<file path="src/rtl/cpu_aon_defs.svh">
//////////////////////////////////////////////////
// CPU always-on glue constants
// Interrupt and unit counts, bit positions,
// synchronizer depth and activity hold-off length
//////////////////////////////////////////////////

`ifndef CPU_AON_DEFS_SVH
`define CPU_AON_DEFS_SVH

// Interrupt lines and their positions in an interrupt vector
`define CPU_IRQ_NUM      4
`define CPU_IRQ_DBG      0
`define CPU_IRQ_EXT      1
`define CPU_IRQ_SFT      2
`define CPU_IRQ_TMR      3

// Clock-gated units and their positions in a unit vector
`define CPU_UNIT_NUM     4
`define CPU_UNIT_IFU     0
`define CPU_UNIT_EXU     1
`define CPU_UNIT_LSU     2
`define CPU_UNIT_BIU     3

// Synchronizer and hold-off sizing
`define CPU_SYNC_STAGES  2
`define CPU_HOLD_CYCLES  4
`define CPU_HOLD_W       3

`endif

</file>
<file path="src/rtl/cpu_aon_pkg.sv">
//////////////////////////////////////////////////
// CPU always-on glue types
// Vector types for interrupts, units and hold-off
// counters, plus the power manager states
//////////////////////////////////////////////////

`include "cpu_aon_defs.svh"

package cpu_aon_pkg;

  // One bit per interrupt line, indexed by CPU_IRQ_*
  typedef logic [`CPU_IRQ_NUM-1:0] irq_vec_t;

  // One bit per gated unit, indexed by CPU_UNIT_*
  typedef logic [`CPU_UNIT_NUM-1:0] unit_vec_t;

  // Hold-off counter value
  typedef logic [`CPU_HOLD_W-1:0] hold_cnt_t;

  // Power manager states
  typedef enum logic {
    PM_RUN   = 1'b0,
    PM_SLEEP = 1'b1
  } pm_state_t;

endpackage

</file>
<file path="src/rtl/cpu_irq_sync.sv">
//////////////////////////////////////////////////
// Interrupt synchronizer
// Brings the asynchronous debug, external,
// software and timer interrupt levels into clk
//////////////////////////////////////////////////

`timescale 1ns/1ps

`include "cpu_aon_defs.svh"

module cpu_irq_sync (
  input  logic                  clk,
  input  logic                  rst_n,
  input  cpu_aon_pkg::irq_vec_t irq_a,
  output cpu_aon_pkg::irq_vec_t irq_r
);

  //////////////////////////////////////////////////
  // Per-line synchronizer chains
  //////////////////////////////////////////////////

  genvar i;

  generate
    for (i = 0; i < `CPU_IRQ_NUM; i++) begin : g_line
      // Bit 0 catches the async level, the last bit is safe to use
      logic [`CPU_SYNC_STAGES-1:0] sync_q;

      always_ff @(posedge clk) begin
        if (!rst_n) begin
          sync_q <= '0;
        end else begin
          sync_q <= {sync_q[`CPU_SYNC_STAGES-2:0], irq_a[i]};
        end
      end

      assign irq_r[i] = sync_q[`CPU_SYNC_STAGES-1];
    end
  endgenerate

endmodule

</file>
<file path="src/rtl/cpu_activity_mon.sv">
//////////////////////////////////////////////////
// Unit activity monitor
// Stretches the per-unit activity flags with a
// hold-off counter so clock gates stay steady
//////////////////////////////////////////////////

`timescale 1ns/1ps

`include "cpu_aon_defs.svh"

module cpu_activity_mon (
  input  logic                   clk,
  input  logic                   rst_n,
  input  cpu_aon_pkg::unit_vec_t unit_active,
  output cpu_aon_pkg::unit_vec_t unit_busy
);

  //////////////////////////////////////////////////
  // Hold-off counters, one per unit
  //////////////////////////////////////////////////

  genvar i;

  generate
    for (i = 0; i < `CPU_UNIT_NUM; i++) begin : g_unit
      cpu_aon_pkg::hold_cnt_t cnt_q;
      cpu_aon_pkg::hold_cnt_t cnt_d;

      // Reload on every active sample, else drain towards zero
      always_comb begin
        if (unit_active[i]) begin
          cnt_d = cpu_aon_pkg::hold_cnt_t'(`CPU_HOLD_CYCLES);
        end else if (cnt_q != '0) begin
          cnt_d = cnt_q - cpu_aon_pkg::hold_cnt_t'(1);
        end else begin
          cnt_d = cnt_q;
        end
      end

      always_ff @(posedge clk) begin
        if (!rst_n) begin
          cnt_q <= '0;
        end else begin
          cnt_q <= cnt_d;
        end
      end

      // Busy while any hold-off time is left, so the clock keeps
      // running through short idle gaps
      assign unit_busy[i] = (cnt_q != '0);
    end
  endgenerate

endmodule

</file>
<file path="src/rtl/cpu_clk_pm.sv">
//////////////////////////////////////////////////
// Power manager
// Tracks WFI sleep, wakes on an enabled interrupt
// and forms the final per-unit clock enables
//////////////////////////////////////////////////

`timescale 1ns/1ps

`include "cpu_aon_defs.svh"

module cpu_clk_pm (
  input  logic                   clk,
  input  logic                   rst_n,
  input  cpu_aon_pkg::irq_vec_t  irq_r,
  input  cpu_aon_pkg::irq_vec_t  irq_en,
  input  cpu_aon_pkg::unit_vec_t unit_busy,
  input  logic                   core_cgstop,
  input  logic                   wfi_req,
  output cpu_aon_pkg::unit_vec_t clk_en,
  output logic                   core_wfi
);

  cpu_aon_pkg::pm_state_t state_q;
  cpu_aon_pkg::pm_state_t state_d;
  logic                   wake;
  logic                   run;

  // Any synchronized interrupt that software left unmasked
  assign wake = |(irq_r & irq_en);

  //////////////////////////////////////////////////
  // Sleep/run FSM
  //////////////////////////////////////////////////

  always_comb begin
    state_d = state_q;
    unique case (state_q)
      cpu_aon_pkg::PM_RUN: begin
        // A pending wake swallows the request, no retry
        if (wfi_req && !wake) begin
          state_d = cpu_aon_pkg::PM_SLEEP;
        end
      end
      cpu_aon_pkg::PM_SLEEP: begin
        if (wake) begin
          state_d = cpu_aon_pkg::PM_RUN;
        end
      end
      default: begin
        state_d = cpu_aon_pkg::PM_RUN;
      end
    endcase
  end

  always_ff @(posedge clk) begin
    if (!rst_n) begin
      state_q <= cpu_aon_pkg::PM_RUN;
    end else begin
      state_q <= state_d;
    end
  end

  //////////////////////////////////////////////////
  // Outputs
  //////////////////////////////////////////////////

  assign run      = (state_q == cpu_aon_pkg::PM_RUN);
  assign core_wfi = (state_q == cpu_aon_pkg::PM_SLEEP);

  // cgstop overrides both sleep and the per-unit hold-off
  assign clk_en = {`CPU_UNIT_NUM{core_cgstop}}
                | ({`CPU_UNIT_NUM{run}} & unit_busy);

endmodule

</file>
<file path="src/rtl/cpu_aon_top.sv">
//////////////////////////////////////////////////
// CPU always-on glue top level
// Interrupt sync and activity monitor side by
// side, feeding the power manager
//////////////////////////////////////////////////

`timescale 1ns/1ps

module cpu_aon_top (
  input  logic                   clk,
  input  logic                   rst_n,
  input  cpu_aon_pkg::irq_vec_t  irq_a,
  input  cpu_aon_pkg::irq_vec_t  irq_en,
  input  cpu_aon_pkg::unit_vec_t unit_active,
  input  logic                   core_cgstop,
  input  logic                   wfi_req,
  output cpu_aon_pkg::irq_vec_t  irq_r,
  output cpu_aon_pkg::unit_vec_t clk_en,
  output logic                   core_wfi
);

  cpu_aon_pkg::unit_vec_t unit_busy;

  // Interrupts into the clk domain
  cpu_irq_sync u_cpu_irq_sync (
    .clk   (clk),
    .rst_n (rst_n),
    .irq_a (irq_a),
    .irq_r (irq_r)
  );

  // Activity flags to busy with hold-off
  cpu_activity_mon u_cpu_activity_mon (
    .clk         (clk),
    .rst_n       (rst_n),
    .unit_active (unit_active),
    .unit_busy   (unit_busy)
  );

  cpu_clk_pm u_cpu_clk_pm (
    .clk         (clk),
    .rst_n       (rst_n),
    .irq_r       (irq_r),
    .irq_en      (irq_en),
    .unit_busy   (unit_busy),
    .core_cgstop (core_cgstop),
    .wfi_req     (wfi_req),
    .clk_en      (clk_en),
    .core_wfi    (core_wfi)
  );

endmodule

</file>
<file path="config.mk">
export PLATFORM = sky130hd
export DESIGN_NAME = cpu_aon_top
export DESIGN_NICKNAME = d
export VERILOG_FILES = /design/src/rtl/cpu_aon_pkg.sv /design/src/rtl/cpu_irq_sync.sv /design/src/rtl/cpu_activity_mon.sv /design/src/rtl/cpu_clk_pm.sv /design/src/rtl/cpu_aon_top.sv
export VERILOG_INCLUDE_DIRS = /design/src /design/src/rtl
export SDC_FILE = /design/constraint.sdc
export NUM_CORES = 1
export LEC_CHECK = 0
export BUFFER_PORTS_ARGS = -buffer_cell sky130_fd_sc_hd__buf_4
export CELL_PAD_IN_SITES_DETAIL_PLACEMENT = 0
export CELL_PAD_IN_SITES_GLOBAL_PLACEMENT = 1
export CORE_MARGIN = 5
export CORE_UTILIZATION = 35
export CTS_CLUSTER_SIZE = 10
export DETAILED_ROUTE_END_ITERATION = 12
export PLACE_DENSITY = 0.78
export SLEW_MARGIN = 20
export SYNTH_ARGS = -nofsm -noshare
export SYNTH_HDL_FRONTEND = slang
export SYNTH_SLANG_ARGS = --single-unit
export TNS_END_PERCENT = 50
</file>
<file path="constraint.sdc">
create_clock -name clk -period 1.2 [get_ports clk]
set_input_delay 0.12 -clock clk [delete_from_list [all_inputs] [get_ports clk]]
set_output_delay 0.12 -clock clk [all_outputs]
set_load 0.02 [all_outputs]
</file>
Yosys cells after proc, flatten, opt, wreduce, memory -nomap -nowiden
Index checks and enable logic that the tools add are counted.

Add/subtract/negate cells: 4. Multipliers: 0. Div/mod/pow operators: 0. Magnitude comparators: 0. Eq/ne operators: 0. Shift operators: 0. Multiplexer cells: 11. Bitwise gates (word level): 5. Reduce and logical (&&, ||, !) cells: 15.

Operators with widths (number): $mux 3 (8); $reduce_bool 3->1 (4); $sub 3x1->3 const B (4); $and 4x4->4 (2); $reduce_bool 2->1 (4); $reduce_or 2->1 (4); $or 4x4->4 (1); $reduce_or 4->1 (1); $mux 1 (2); $not 1->1 (2); $pmux 1 s2 (1); $logic_and 1x1->1 (1); $logic_not 1->1 (1).

Register bits: 21. Latch bits: 0. Memory bits (writable): 0. Memory bits (read-only): 0. Input bits: 16. Output and inout port bits: 9. Memories: 0.

Depth between registers and ports, before layout
Gate-level depths: netlist of run 1.

Depth in word-level cells: 6. Gate-level depth with buffers: 6. Depth with buffers taken out: 6.

Modules after synthesis
A second synthesis of run 1 with hierarchy kept.

Cell total of the unflattened synthesis: 102. Area, all modules: 1008.5 um^2.

By module, submodules not included: cpu_activity_mon (instances 1, cells an instance 72, area each 685.7 um^2, sequential area each 240.2 um^2); cpu_irq_sync (instances 1, cells an instance 20, area each 240.2 um^2, sequential area each 160.2 um^2); cpu_clk_pm (instances 1, cells an instance 10, area each 82.6 um^2, sequential area each 20.0 um^2).

Worst setup path before layout of run 1
Ideal clock, no wire load.

Kind: register -> register. Start point: reg u_cpu_activity_mon.g_unit[0].cnt_q[0]. End point: reg u_cpu_activity_mon.g_unit[0].cnt_q[2]. Library setup time: 115 ps. Arrival time: 1251 ps. Path slack: -165 ps. Cell stages (with the launch flop): 6. Buffers on the path: 0. Period minus slack after synthesis: 1365 ps. Cell sequence: dfxtp_1 inv_1 ha_1 ha_1 mux2_4 o21a_1.

Cells in the longest elaborated chain, start to end: 3. Elaborated cells on any way between the ends: 5. Classes of those cells: 1 x add/sub; 2 x mux; 2 x reduce/logical.

Ends and longest elaborated chain: start, declared (line cpu_activity_mon.sv:26) `cpu_aon_pkg::hold_cnt_t cnt_q;`; start signal, assigned (line cpu_activity_mon.sv:44) `cnt_q <= cnt_d;`; $sub 3x1->3 (line cpu_activity_mon.sv:34) `cnt_d = cnt_q - cpu_aon_pkg::hold_cnt_t'(1);`; $mux 3 (line cpu_activity_mon.sv:33) `end else if (cnt_q != '0) begin`; $mux 3 (line cpu_activity_mon.sv:31) `if (unit_active[i]) begin`.

Parallel ways exist; a longest one is shown, timed or not. The select of a mux whose other input is x is not followed. A chain may end at the register's enable or synchronous reset.

Worst setup path after layout of run 1
Start point: reg u_cpu_activity_mon.g_unit[1].cnt_q[0]. End point: out clk_en[1].

Cells in the longest elaborated chain, start to end: 3.

Ends and longest elaborated chain: start, declared (line cpu_activity_mon.sv:26); start signal, assigned (line cpu_activity_mon.sv:44); $reduce_bool 3->1 (line cpu_activity_mon.sv:50) `assign unit_busy[i] = (cnt_q != '0);`; $and 4x4->4 (line cpu_clk_pm.sv:72) `` | ({`CPU_UNIT_NUM{run}} & unit_busy); ``; $or 4x4->4 (line cpu_clk_pm.sv:71) `` assign clk_en = {`CPU_UNIT_NUM{core_cgstop}} ``; end, declared (line cpu_aon_top.sv:18) `output cpu_aon_pkg::unit_vec_t clk_en,`.

Every way passes these cells.

==> impl_results.md, run 1 <==
* Run status: complete, but fails checks
* Failing checks: negative setup slack
* Reg2reg start: u_cpu_activity_mon.g_unit[1].cnt_q[0]$_SDFFE_PP0P_
* Data arrival at the endpoint of the critical path at 1.39 ns
* Initial antenna violation count at 0
* Worst Hold Path Cells at 2
* Register bit count reported by yosys at 21
* Antenna-violating nets left at 0
* Post-Synthesis Cells at 98
* Critical path endpoint category: output pin
* Num CTS Buffers at 3
* Library cell contributing the largest single delay on the critical path: sky130_fd_sc_hd__dfxtp_2
* Category of the worst setup path launch point: flop
* Deepest level of the CTS H-tree at 1
* Mean post-synth cell area at slightly above 10 um2
* Placer Congestion at a little over 0.6
* Worst R2R Path Depth at 6
* DR WL/cell at roughly 11 um
* First-pass GRT wire length at approximately 3200 um
* Pin count of the biggest net entering global routing at 18
* Width of the die at 63.3 um
* Shortest period the worst path allows at between 1.5 and 2 ns
* Worst path max stage delay at between 0.3 and 0.4 ns
* Post-CTS clock slew at the launch and capture registers of the worst setup and hold paths at approximately 0.12 ns
* Hold Vio Cnt, Final at 0
* Clock Skews at 0.00412 ns
* Signed area change from the synthesized netlist to the final layout at 49.1%
* Areal power density over the cells at 1140 nW/um2
* Fraction of the core area covered by cells at the end of the flow at 0.542
* Worst-case register-to-register setup slack at -0.19 ns
* Area of the core at between 2000 and 3000 um2
* Sinks on Clock Net at 21
* Most area-consuming cells after synthesis: sky130_fd_sc_hd__dfxtp_1 42%, sky130_fd_sc_hd__ha_1 15%, sky130_fd_sc_hd__inv_1 6.0%
* Critical Path Fanout Max at 2
* HP Class: input pin to flop
* Number of placement rows at 19
* Final std cell area, no fill at around 1500 um2
* Number of nets in the finished design at 167
* Area leader, netlist: sky130_fd_sc_hd__dfxtp_1
* Terminating pin of the worst hold path: u_cpu_activity_mon.g_unit[3].cnt_q[2]$_SDFFE_PN0P_
* Area share of the leading cell type in the synthesized netlist at 0.423
* Slew at the pin closest to its max-slew limit at approximately 0.24 ns
* Category of cells accounting for the largest share of critical-path delay: flip-flops
* FMAX at approximately 660 MHz
* Detailed placer's ending HPWL at 1420 um
* Die Area at between 4000 and 5000 um2
* Cell Area, Synth at slightly below 1000 um2
* Clock tree from TritonCTS: yes
* Share of cells above drive strength 1 at 0.565
* Smallest setup slack after layout at -0.311 ns
* Reg-to-reg endpoint: u_cpu_activity_mon.g_unit[1].cnt_q[2]$_SDFFE_PN0P_
* Count of synthesis-stage warnings from yosys at 0
* Worst-case headroom to the max-slew limit at 0.841
* Hold-fix buffers, CTS at 0
* Portion of the post-synthesis area used by sequential elements at 0.423
* Count of final max-slew check failures at 0
* Root Buffer Master: sky130_fd_sc_hd__clkbuf_4
* Peak supply drop at 0.673 mV
* Antenna Cells at 0
* Setup-failing EPs final at 11
* Hold path startpoint: unit_active[3]
* Most used cell, CP: sky130_fd_sc_hd__ha_4
* Global router's overall resource usage at 0.0991
* Chip height at approximately 63 um
* Crit share post-route at 1.26
* Layout fillers at roughly 250
* Synth Net Count at 126
* Via count at ~750
* Reported leakage power at slightly below 0.7 nW
* Insertion delay to the later sink of the worst-skew pair at 0.29 ns
* Top-level port count at 25
* Crit-path cells: inv_2, ha_4, ha_4, buf_6, o21bai_1, buf_4
* Residual DRC at 0
* RSZ-0062 raised after global routing: true
* Maxcap violations at 0
* Detailed-router iteration count before antenna repair at 3
* Synth unique cells at 18
* Clock tree buffer depth at 2
* Drt via density at about 4.5
* Final Routed Wirelength at roughly 1900 um
* Required time at the worst-slack endpoint at about 1.1 ns
* Critical path start-end classification: flop to output pin
* Starting Density at 0.364
* Via count of the first global-routing pass at just over 800
* Number of port buffers at 24
* Crit path buf inv count at 3
* Sum of overflow across all layers after global routing at 0
* Starting DRT DRC Count at 9
* Placement Cell Area at around 1400 um2
==> cells in the final DEF (no fill, tap or decap), types with 4 or more instances in the layout <==
cell,count
sky130_fd_sc_hd__dfxtp_1,14
sky130_fd_sc_hd__inv_1,6
sky130_fd_sc_hd__buf_4,38
sky130_fd_sc_hd__o21bai_1,4
sky130_fd_sc_hd__and2_1,8
sky130_fd_sc_hd__o21a_1,4
sky130_fd_sc_hd__ha_4,8
sky130_fd_sc_hd__nand2b_1,4
sky130_fd_sc_hd__mux2_4,4
sky130_fd_sc_hd__dfxtp_2,7
sky130_fd_sc_hd__nor2_1,4
sky130_fd_sc_hd__inv_2,10
==> layout make-up <==
class,count,area (um2),area share
clock buffer,4,26.3,0.0177
inverter,16,60.1,0.0405
multi-input combinational,56,609,0.411
sequential,21,429,0.289
tap,31,38.8,0.0262
timing repair buffer,41,319,0.215
==> through the flow <==
stage / hold slack (ns) / std cells / setup slack [ns] / total power, W / TNS, ns
finish: 0.0225 / 169 / -0.311 / 0.00168 / -1.69
CTS: 0.0110 / 166 / -0.309 / 0.00169 / -1.61
global route: 0.0143 / 169 / -0.388 / 0.00180 / -2.44
floorplan: 0.242 / 98 / -0.0315 / 0.00112 / -0.126
global placement: 0.331 / 159 / -0.0328 / 0.00127 / -0.116
detailed placement: 0.334 / 159 / -0.0604 / 0.00129 / -0.213
==> power breakdown <==
group | leakage [nW] | internal [W] | switching (W) | total, W
logic | 0.495 | 0.000334 | 0.000231 | 0.000565
clock network | 0.0150 | 0.000129 | 0.000207 | 0.000336
registers | 0.176 | 0.000752 | 0.0000306 | 0.000782
total | 0.686 | 0.00122 | 0.000469 | 0.00168
==> cell families (layout without fill, tap and decap cells) <==
group,after synthesis,in the layout,share of synthesized area
simple gates,22,22,0.128
flops,21,21,0.423
buf+inv,21,61,0.0956
compound gates,14,14,0.107
fa+ha+maj,12,12,0.151
xor+xnor,4,4,0.0352
mux,4,4,0.0604
==> flip-flops by register name, summed over array words and instances, names as in the netlist <==
register and flops:
u_cpu_activity_mon.g_unit.cnt_q 12, u_cpu_irq_sync.g_line.sync_q 8, u_cpu_clk_pm.core_wfi 1
==> metal layers <==
metal	GRT usage	routed length (um)
met4	0.0312	14
met5	0	0
met3	0.0320	124
met1	0.0877	716
met2	0.204	1010
==> worst max-delay path by stage <==
stage	startpoint	to	cells past startpoint
floorplan	u_cpu_activity_mon.g_unit[0].cnt_q[0]$_SDFFE_PP0P_	u_cpu_activity_mon.g_unit[0].cnt_q[2]$_SDFFE_PN0P_	5
detailed placement	u_cpu_activity_mon.g_unit[1].cnt_q[1]$_SDFFE_PP0P_	u_cpu_activity_mon.g_unit[1].cnt_q[2]$_SDFFE_PN0P_	6
global route	u_cpu_activity_mon.g_unit[1].cnt_q[0]$_SDFFE_PP0P_	clk_en[1]	6
global placement	u_cpu_activity_mon.g_unit[2].cnt_q[1]$_SDFFE_PP0P_	u_cpu_activity_mon.g_unit[2].cnt_q[2]$_SDFFE_PN0P_	6
finish	u_cpu_activity_mon.g_unit[1].cnt_q[0]$_SDFFE_PP0P_	clk_en[1]	6
CTS	u_cpu_activity_mon.g_unit[1].cnt_q[0]$_SDFFE_PP0P_	clk_en[1]	6
==> synth_stat cells <==
cell,count
sky130_fd_sc_hd__and2_1,8
sky130_fd_sc_hd__ha_1,12
sky130_fd_sc_hd__xor2_1,4
sky130_fd_sc_hd__mux2_4,4
sky130_fd_sc_hd__a22oi_1,1
sky130_fd_sc_hd__o21bai_1,4
sky130_fd_sc_hd__a2bb2oi_1,1
sky130_fd_sc_hd__nand2_1,1
sky130_fd_sc_hd__buf_4,4
sky130_fd_sc_hd__nand2b_1,4
sky130_fd_sc_hd__clkbuf_2,1
sky130_fd_sc_hd__nor2_1,4
sky130_fd_sc_hd__a211oi_1,4
sky130_fd_sc_hd__inv_1,16
sky130_fd_sc_hd__dfxtp_1,21
sky130_fd_sc_hd__and4_1,1
sky130_fd_sc_hd__nor2b_1,4
sky130_fd_sc_hd__o21a_1,4
==> timing repair <==
action	in CTS	in global routing
gates resized for setup	8	5
setup endpoints to repair	8	14
setup buffers	3	4
pin swaps	5	3
Note: power is estimated with default switching activity, not from simulation.
==> run 2, diff against run 1 <==
ABC_AREA = 1   (was default)
CORE_UTILIZATION = 32   (was 35)
PLACE_DENSITY = 0.77   (was 0.78)
SYNTH_HIERARCHICAL = 1   (was default)
==> run 2 against run 1 <==
Against the previous run: the run still ends with negative setup slack left; critical path type unchanged; largest power group unchanged; cell count grew 41%; fmax up 2.8%; die area rose by 13%; sequential cell count stayed put; wire length grew 20%; non-clock buffer count rose by 3; power about the same; highest routed layer unchanged; via count increased by 28%; clock power down 2%; synthesized cell count rose by 55%; final area rose by 9.5%; count of clock-buffer cells in the layout down 1.
==> impl_results.md, run 2 <==
* Detailed-router iteration count before antenna repair at 4 (+1)
* Clock tree buffer depth at 2 (unchanged)
* Antenna Cells at 0 (unchanged)
* Fraction of the mapped netlist area in adder cells at 0.143 (-0.00792)
* Slew at the pin closest to its max-slew limit at 0.280 ns (+0.0423 ns)
* Largest register by flop count: u_cpu_activity_mon/g_unit.cnt_q
* Simple-gate area share of the yosys netlist at 0.200 (+0.0719)
* Combinational family with the most area after synthesis: simple AND/OR/NAND/NOR gates
* Peak supply drop at 0.459 mV (-32%)
* Chip height at 67.3 um (+6.3%)
* Initial antenna violation count at 0 (unchanged)
* Critical path endpoint category: output pin
* Sum of negative setup slack at -1.08 ns (+0.609 ns)
* Starting DRT DRC Count at 24 (+15)
* Fraction of the mapped netlist area in compound gates at 0.0620 (-0.0449)
* Synth Flop Type: sky130_fd_sc_hd__dfxtp_1
* Areal power density over the cells at 1040 nW/um2 (-8.6%)
* Clock Skews at 0.00648 ns (+0.00236 ns)
* Critical path start-end classification: flop to output pin
* Flip-flop count of the largest register after layout at 12 (unchanged)
* Insertion delay to the later sink of the worst-skew pair at 0.30 ns (about the same)
* Cell Area, Synth at 1050 um2 (+5.5%)
* Hold Vio Cnt, Final at 0 (unchanged)
* Share of cells above drive strength 1 at 0.446 (-0.119)
* First-pass GRT wire length at 3930 um (+22%)
* Shortest period the worst path allows at 1.47 ns (-0.0412 ns)
* Placer Congestion at 0.779 (+27%)
* Required time at the worst-slack endpoint at 1.08 ns (about the same)
* Number of placement rows at 20 (+1)
* Number of port buffers at 24 (unchanged)
* Root Buffer Master: sky130_fd_sc_hd__clkbuf_4
* Sinks on Clock Net at 21 (unchanged)
* Area share of the leading cell type in the synthesized netlist at 0.400 (-0.0222)
* Post-layout power at 0.00169 W (about the same)
* Number of nets in the finished design at 224 (+34%)
* Multi-input gate area in the final layout at 582 um2 (-4.5%)
* Run status: complete, but fails checks
* DR WL/cell at 9.34 um (-15%)
* Drt via density at 4.04 (-9.4%)
* Count of final max-slew check failures at 0 (unchanged)
* Maxcap violations at 0 (unchanged)
* Detailed placer's ending HPWL at 1640 um (+15%)
* Number of enable flip-flop cells after synthesis at 0 (unchanged)
* Most frequent cells in the layout: 37 x sky130_fd_sc_hd__nand2_1, 35 x sky130_fd_sc_hd__buf_4, 30 x sky130_fd_sc_hd__inv_1
* Failing checks: negative setup slack
* Starting Density at 0.338 (-0.0255)
* Area of the core at 3100 um2 (+14%)
* Mean post-synth cell area at 6.91 um2 (-32%)
* Smallest setup slack after layout at -0.270 ns (+0.0412 ns)
* Commonest cells post-synth: 42 x sky130_fd_sc_hd__inv_1, 40 x sky130_fd_sc_hd__nand2_1, 21 x sky130_fd_sc_hd__dfxtp_1
* Final Routed Wirelength at 2230 um (+20%)
* Register bit count reported by yosys at 21 (unchanged)
* Synthesized-area fraction occupied by xor and xnor cells at 0 (-0.0352)
* Sum of overflow across all layers after global routing at 0 (unchanged)
* Num CTS Buffers at 3 (unchanged)
* Top-level port count at 25 (unchanged)
* Post-CTS clock slew at the launch and capture registers of the worst setup and hold paths at 0.12 ns (about the same)
* Critical Path Fanout Max at 2 (unchanged)
* Worst-case headroom to the max-slew limit at 0.813 (-0.0282)
* Reported leakage power at 0.851 nW (+24%)
* Pin count of the biggest net entering global routing at 15 (-3)
* Deepest level of the CTS H-tree at 1 (unchanged)
* Async SR Flop Fraction at 0 (unchanged)
* Most area-consuming cells after synthesis: sky130_fd_sc_hd__dfxtp_1 40%, sky130_fd_sc_hd__inv_1 15%, sky130_fd_sc_hd__ha_1 14%
* Area of all sequential standard cells at 432 um2 (+0.58%)
* Signed area change from the synthesized netlist to the final layout at 54.7%
* Setup-failing EPs final at 6 (-5)
* Die Area at 4530 um2 (+13%)
* Count of synthesis-stage warnings from yosys at 6 (+6)
* Layout fillers at 311 (+27%)
* Clock tree from TritonCTS: yes
* Residual DRC at 0 (unchanged)
* Global router's overall resource usage at 0.114 (+0.0148)
* Synth Net Count at 180 (+43%)
* Area leader, netlist: sky130_fd_sc_hd__dfxtp_1
* Crit share post-route at 1.22 (-0.0343)
* FMAX at 680 MHz (+2.8%)
* Data arrival at the endpoint of the critical path at 1.35 ns (-0.04 ns)
* HP Class: input pin to flop
* Category of the worst setup path launch point: flop
* Most common cell in the netlist: sky130_fd_sc_hd__inv_1
* Most frequent standard cell in the layout excluding fill and tap cells: sky130_fd_sc_hd__nand2_1
* Portion of the post-synthesis area used by sequential elements at 0.400 (-0.0222)
* Post-Synthesis Cells at 152 (+55%)
* Width of the die at 67.3 um (+6.3%)
* Synth unique cells at 11 (-7)
* Share of synthesized area spent on multiplexers at 0 (-0.0604)
* Via count at 966 (+28%)
* RSZ-0062 raised after global routing: true
* Via count of the first global-routing pass at 1003 (+23%)
* Antenna-violating nets left at 0 (unchanged)
## run 2: per-layer routing
metal  global-route usage  share of wire  up-vias
met5                    0              0        -
met4               0.0456         0.0045        0
met3               0.0216          0.049        2
met2                0.223           0.54       14
met1                0.116           0.41      437
li1                     -              -      513
## run 2: report_power, final
group          total [W]  switching, W  internal (W)
clock network   0.000330      0.000206      0.000124
logic           0.000571      0.000269      0.000302
registers       0.000785     0.0000367      0.000749
## run 2: worst paths after layout
kind | cells after the start | from | endpoint | slack (ns)
setup / recovery | 7 | u_cpu_activity_mon/g_unit[3].cnt_q[0]$_SDFFE_PP0P_ | clk_en[3] | -0.27
hold reg to reg | 2 | u_cpu_irq_sync/g_line[2].sync_q[0]$_SDFF_PN0_ | u_cpu_irq_sync/g_line[2].sync_q[1]$_SDFF_PN0_ | 0.42
hold / removal | 3 | wfi_req | u_cpu_clk_pm/core_wfi$_SDFF_PN0_ | 0.06
setup reg to reg | 8 | u_cpu_activity_mon/g_unit[3].cnt_q[0]$_SDFFE_PP0P_ | u_cpu_activity_mon/g_unit[3].cnt_q[1]$_SDFFE_PP0P_ | -0.02
## run 2: logic make-up after synthesis
group                      count (synthesis)
DFF                                       21
adders and majority gates                 12
AOI/OAI and AO/OA                         13
and+or+nand+nor                           56
buffers and inverters                     50
## run 2: final cells by class
cell class,instances,share of cell area
Clock buffer,3,0.0139
Clock inverter,1,0.00308
Inverter,45,0.104
Multi-Input combinational cell,81,0.358
Sequential cell,21,0.266
Tap cell,44,0.0339
Timing Repair Buffer,44,0.221
## run 2: through the flow
stage	cell area (um2)	utilization	std cells	hold slack, ns	setup WS, ns
4_1_cts	1610	0.519	240	0.0434	-0.299
3_5_place_dp	1350	0.434	224	0.301	-0.101
6_report	1620	0.523	239	0.0591	-0.270
2_1_floorplan	1080	-	152	0.213	-0.0251
3_3_place_gp	1350	0.434	224	0.299	-0.0722
5_1_grt	1620	0.523	239	0.0561	-0.367
## run 2: critical path, stage by stage, from the launching register on
cell and delay, ns:
sky130_fd_sc_hd__dfxtp_2 0.36, sky130_fd_sc_hd__inv_2 0.05, sky130_fd_sc_hd__ha_4 0.16, sky130_fd_sc_hd__ha_4 0.16, sky130_fd_sc_hd__inv_2 0.05, sky130_fd_sc_hd__inv_2 0.03, sky130_fd_sc_hd__o21ai_2 0.11, sky130_fd_sc_hd__buf_6 0.13
## run 2: repair_timing
action                                  4_1_cts  5_1_grt
setup buffers                                 8        2
endpoints found under the setup margin       17       13
hold endpoints to repair                      4        0
hold buffers                                  4        0
pin swaps                                     9        9
gates resized for setup                      44        6
==> run 3, diff against run 2 <==
RECOVER_POWER = 100   (was default)
==> run 3 against run 2 <==
Against the previous run: the run still ends with negative setup slack left; setup slack got worse by 0.012 ns; final area decreased by 1.4%; clock skew decreased by 0.0017 ns; register-to-register slack about the same; die area unchanged; largest cell class unchanged; largest power group unchanged.
==> impl_results.md, run 3 (same netlist as run 2, synthesis figures left out) <==
* RSZ-0062 raised after global routing: true
* Library cell contributing the largest single delay on the critical path: sky130_fd_sc_hd__dfxtp_1
* Global router's overall resource usage at 0.114 (unchanged)
* Starting Density at 0.338 (unchanged)
* Critical path endpoint category: output pin
* Required time at the worst-slack endpoint at 1.08 ns (about the same)
* Clock tree from TritonCTS: yes
* Number of placement rows at 20 (unchanged)
* Flip-flop count of the largest register after layout at 12 (unchanged)
* Reg-to-reg endpoint: u_cpu_activity_mon/g_unit[3].cnt_q[1]$_SDFFE_PP0P_
* Sinks on Clock Net at 21 (unchanged)
* Slew at the pin closest to its max-slew limit at 0.280 ns (unchanged)
* Worst setup path start: u_cpu_activity_mon/g_unit[1].cnt_q[0]$_SDFFE_PP0P_
* Width of the die at 67.3 um (unchanged)
* Chip height at 67.3 um (unchanged)
* Num CTS Buffers at 3 (unchanged)
* Share of cells above drive strength 1 at 0.415 (-0.0308)
* Number of nets in the finished design at 224 (unchanged)
* Starting DRT DRC Count at 21 (-13%)
* Signed area change from the synthesized netlist to the final layout at 52.6%
* Post-layout power at 0.00168 W (-0.54%)
* Capturing instance or port of the critical path: clk_en[1]
* Most used cell, CP: sky130_fd_sc_hd__inv_2
* Peak supply drop at 0.468 mV (+1.9%)
* Reg2reg start: u_cpu_activity_mon/g_unit[3].cnt_q[0]$_SDFFE_PP0P_
* Data arrival at the endpoint of the critical path at 1.36 ns (about the same)
* Deepest level of the CTS H-tree at 1 (unchanged)
* Count of final max-slew check failures at 0 (unchanged)
* Clock Skews at 0.00473 ns (-0.00175 ns)
* Via count at 964 (-0.21%)
* Setup slack after placement at -0.101 ns (unchanged)
* Detailed placer's ending HPWL at 1640 um (unchanged)
* Worst path max stage delay at 0.36 ns (about the same)
* Routed length on met1 at 927 um (+0.98%)
* Total length of routed met3 wires at 107 um (-1.8%)
* Highest Signal Layer: met4
* Antenna-violating nets left at 0 (unchanged)
* Hold Vio Cnt, Final at 0 (unchanged)
* Category of the worst setup path launch point: flop
* FMAX at 675 MHz (-0.84%)
* Most frequent standard cell in the layout excluding fill and tap cells: sky130_fd_sc_hd__nand2_1
* Run status: complete, but fails checks
* Worst-case register-to-register setup slack at -0.02 ns (about the same)
* Fraction of the core area covered by cells at the end of the flow at 0.516 (-0.00726)
* HP Class: input pin to flop
* Pin count of the biggest net entering global routing at 15 (unchanged)
* Detailed-router iteration count before antenna repair at 4 (unchanged)
* Initial antenna violation count at 0 (unchanged)
* Area of the core at 3100 um2 (unchanged)
* Sum of negative setup slack at -1.12 ns (-0.0463 ns)
* Reported leakage power at 0.832 nW (-2.3%)
* Sum of met2 wire segment lengths after detailed routing at 1180 um (-1.0%)
* Maxcap violations at 0 (unchanged)
* Sum of overflow across all layers after global routing at 0 (unchanged)
* Post-CTS clock slew at the launch and capture registers of the worst setup and hold paths at 0.12 ns (about the same)
* Clock tree buffer depth at 2 (unchanged)
* Antenna Cells at 0 (unchanged)
* Crit-path cells: inv_2, ha_4, ha_4, inv_2, inv_2, o21ai_4, buf_6
* Largest register by flop count: u_cpu_activity_mon/g_unit.cnt_q
* Via count of the first global-routing pass at 1003 (unchanged)
* Critical Path Fanout Max at 2 (unchanged)
* Critical path start-end classification: flop to output pin
* Layout fillers at 322 (+3.5%)
* Root Buffer Master: sky130_fd_sc_hd__clkbuf_4
* Crit share post-route at 1.24 (+0.0104)
* Areal power density over the cells at 1050 nW/um2 (+0.86%)
* Worst R2R Path Depth at 8 (unchanged)
* Drt via density at 4.03 (-0.21%)
* Setup-failing EPs final at 6 (unchanged)
* Placer Congestion at 0.779 (unchanged)
* Residual DRC at 0 (unchanged)
* Final Routed Wirelength at 2230 um (-0.18%)
* Smallest setup slack after layout at -0.282 ns (-0.0125 ns)
* Most frequent cells in the layout: 37 x sky130_fd_sc_hd__nand2_1, 30 x sky130_fd_sc_hd__inv_1, 25 x sky130_fd_sc_hd__buf_4
* Failing checks: negative setup slack
* Top-level port count at 25 (unchanged)
* Worst-case headroom to the max-slew limit at 0.813 (unchanged)
* Number of port buffers at 24 (unchanged)
* First-pass GRT wire length at 3930 um (unchanged)
* Insertion delay to the later sink of the worst-skew pair at 0.30 ns (about the same)
* Die Area at 4530 um2 (unchanged)
* Shortest period the worst path allows at 1.48 ns (+0.0125 ns)
* DR WL/cell at 9.33 um (-0.18%)
run 3: power breakdown:
part           switching (W)  internal, W
clock network       0.000208     0.000124
registers          0.0000364     0.000748
logic               0.000268     0.000292
run 3: final cells by class:
type	instances	area [um2]	area share
timing repair buffer	44	339	0.212
inverter	45	169	0.105
tap	44	55.1	0.0344
clock buffer	3	22.5	0.0141
sequential	21	429	0.268
multi-input combinational	81	582	0.363
clock inverter	1	5.00	0.00312
run 3: per-stage QoR:
stage	area, um2	std cells	hold WS [ns]
final	1600	239	0.0566
after global routing	1600	239	0.0561
after CTS	1610	240	0.0434
after detailed placement	1350	224	0.301
after global placement	1350	224	0.299
after floorplan	1080	152	0.213
run 3: worst min path at each step:
stage / end / startpoint / cells after the start / slack (ns)
2_1_floorplan: u_cpu_irq_sync/g_line[0].sync_q[0]$_SDFF_PN0_ / irq_a[0] / 2 / 0.21
3_3_place_gp: u_cpu_irq_sync/g_line[0].sync_q[0]$_SDFF_PN0_ / irq_a[0] / 3 / 0.30
3_5_place_dp: u_cpu_irq_sync/g_line[0].sync_q[0]$_SDFF_PN0_ / irq_a[0] / 3 / 0.30
4_1_cts: u_cpu_clk_pm/core_wfi$_SDFF_PN0_ / wfi_req / 3 / 0.04
5_1_grt: u_cpu_clk_pm/core_wfi$_SDFF_PN0_ / wfi_req / 3 / 0.06
6_report: u_cpu_clk_pm/core_wfi$_SDFF_PN0_ / wfi_req / 3 / 0.06
run 3: timing repair:
action / 4_1_cts / 5_1_grt
hold endpoints to repair: 4 / 0
gates resized for setup: 44 / 6
buffers inserted: 8 / 2
hold buffers: 4 / 0
endpoints found under the setup margin: 17 / 13
pin swaps: 9 / 9
run 3: routing by layer:
metal,up-vias,GRT usage
li1,514,-
met1,434,0.116
met2,14,0.223
met3,2,0.0216
met4,0,0.0456
met5,-,0
run 3: critical path: cells and delay by family (launching register included):
family                   cells  cell delay (ns)
AO/OA/AOI/OAI                1             0.11
adder cells (fa/ha/maj)      2             0.32
buffers and inverters        4             0.29
flip-flops                   1             0.36
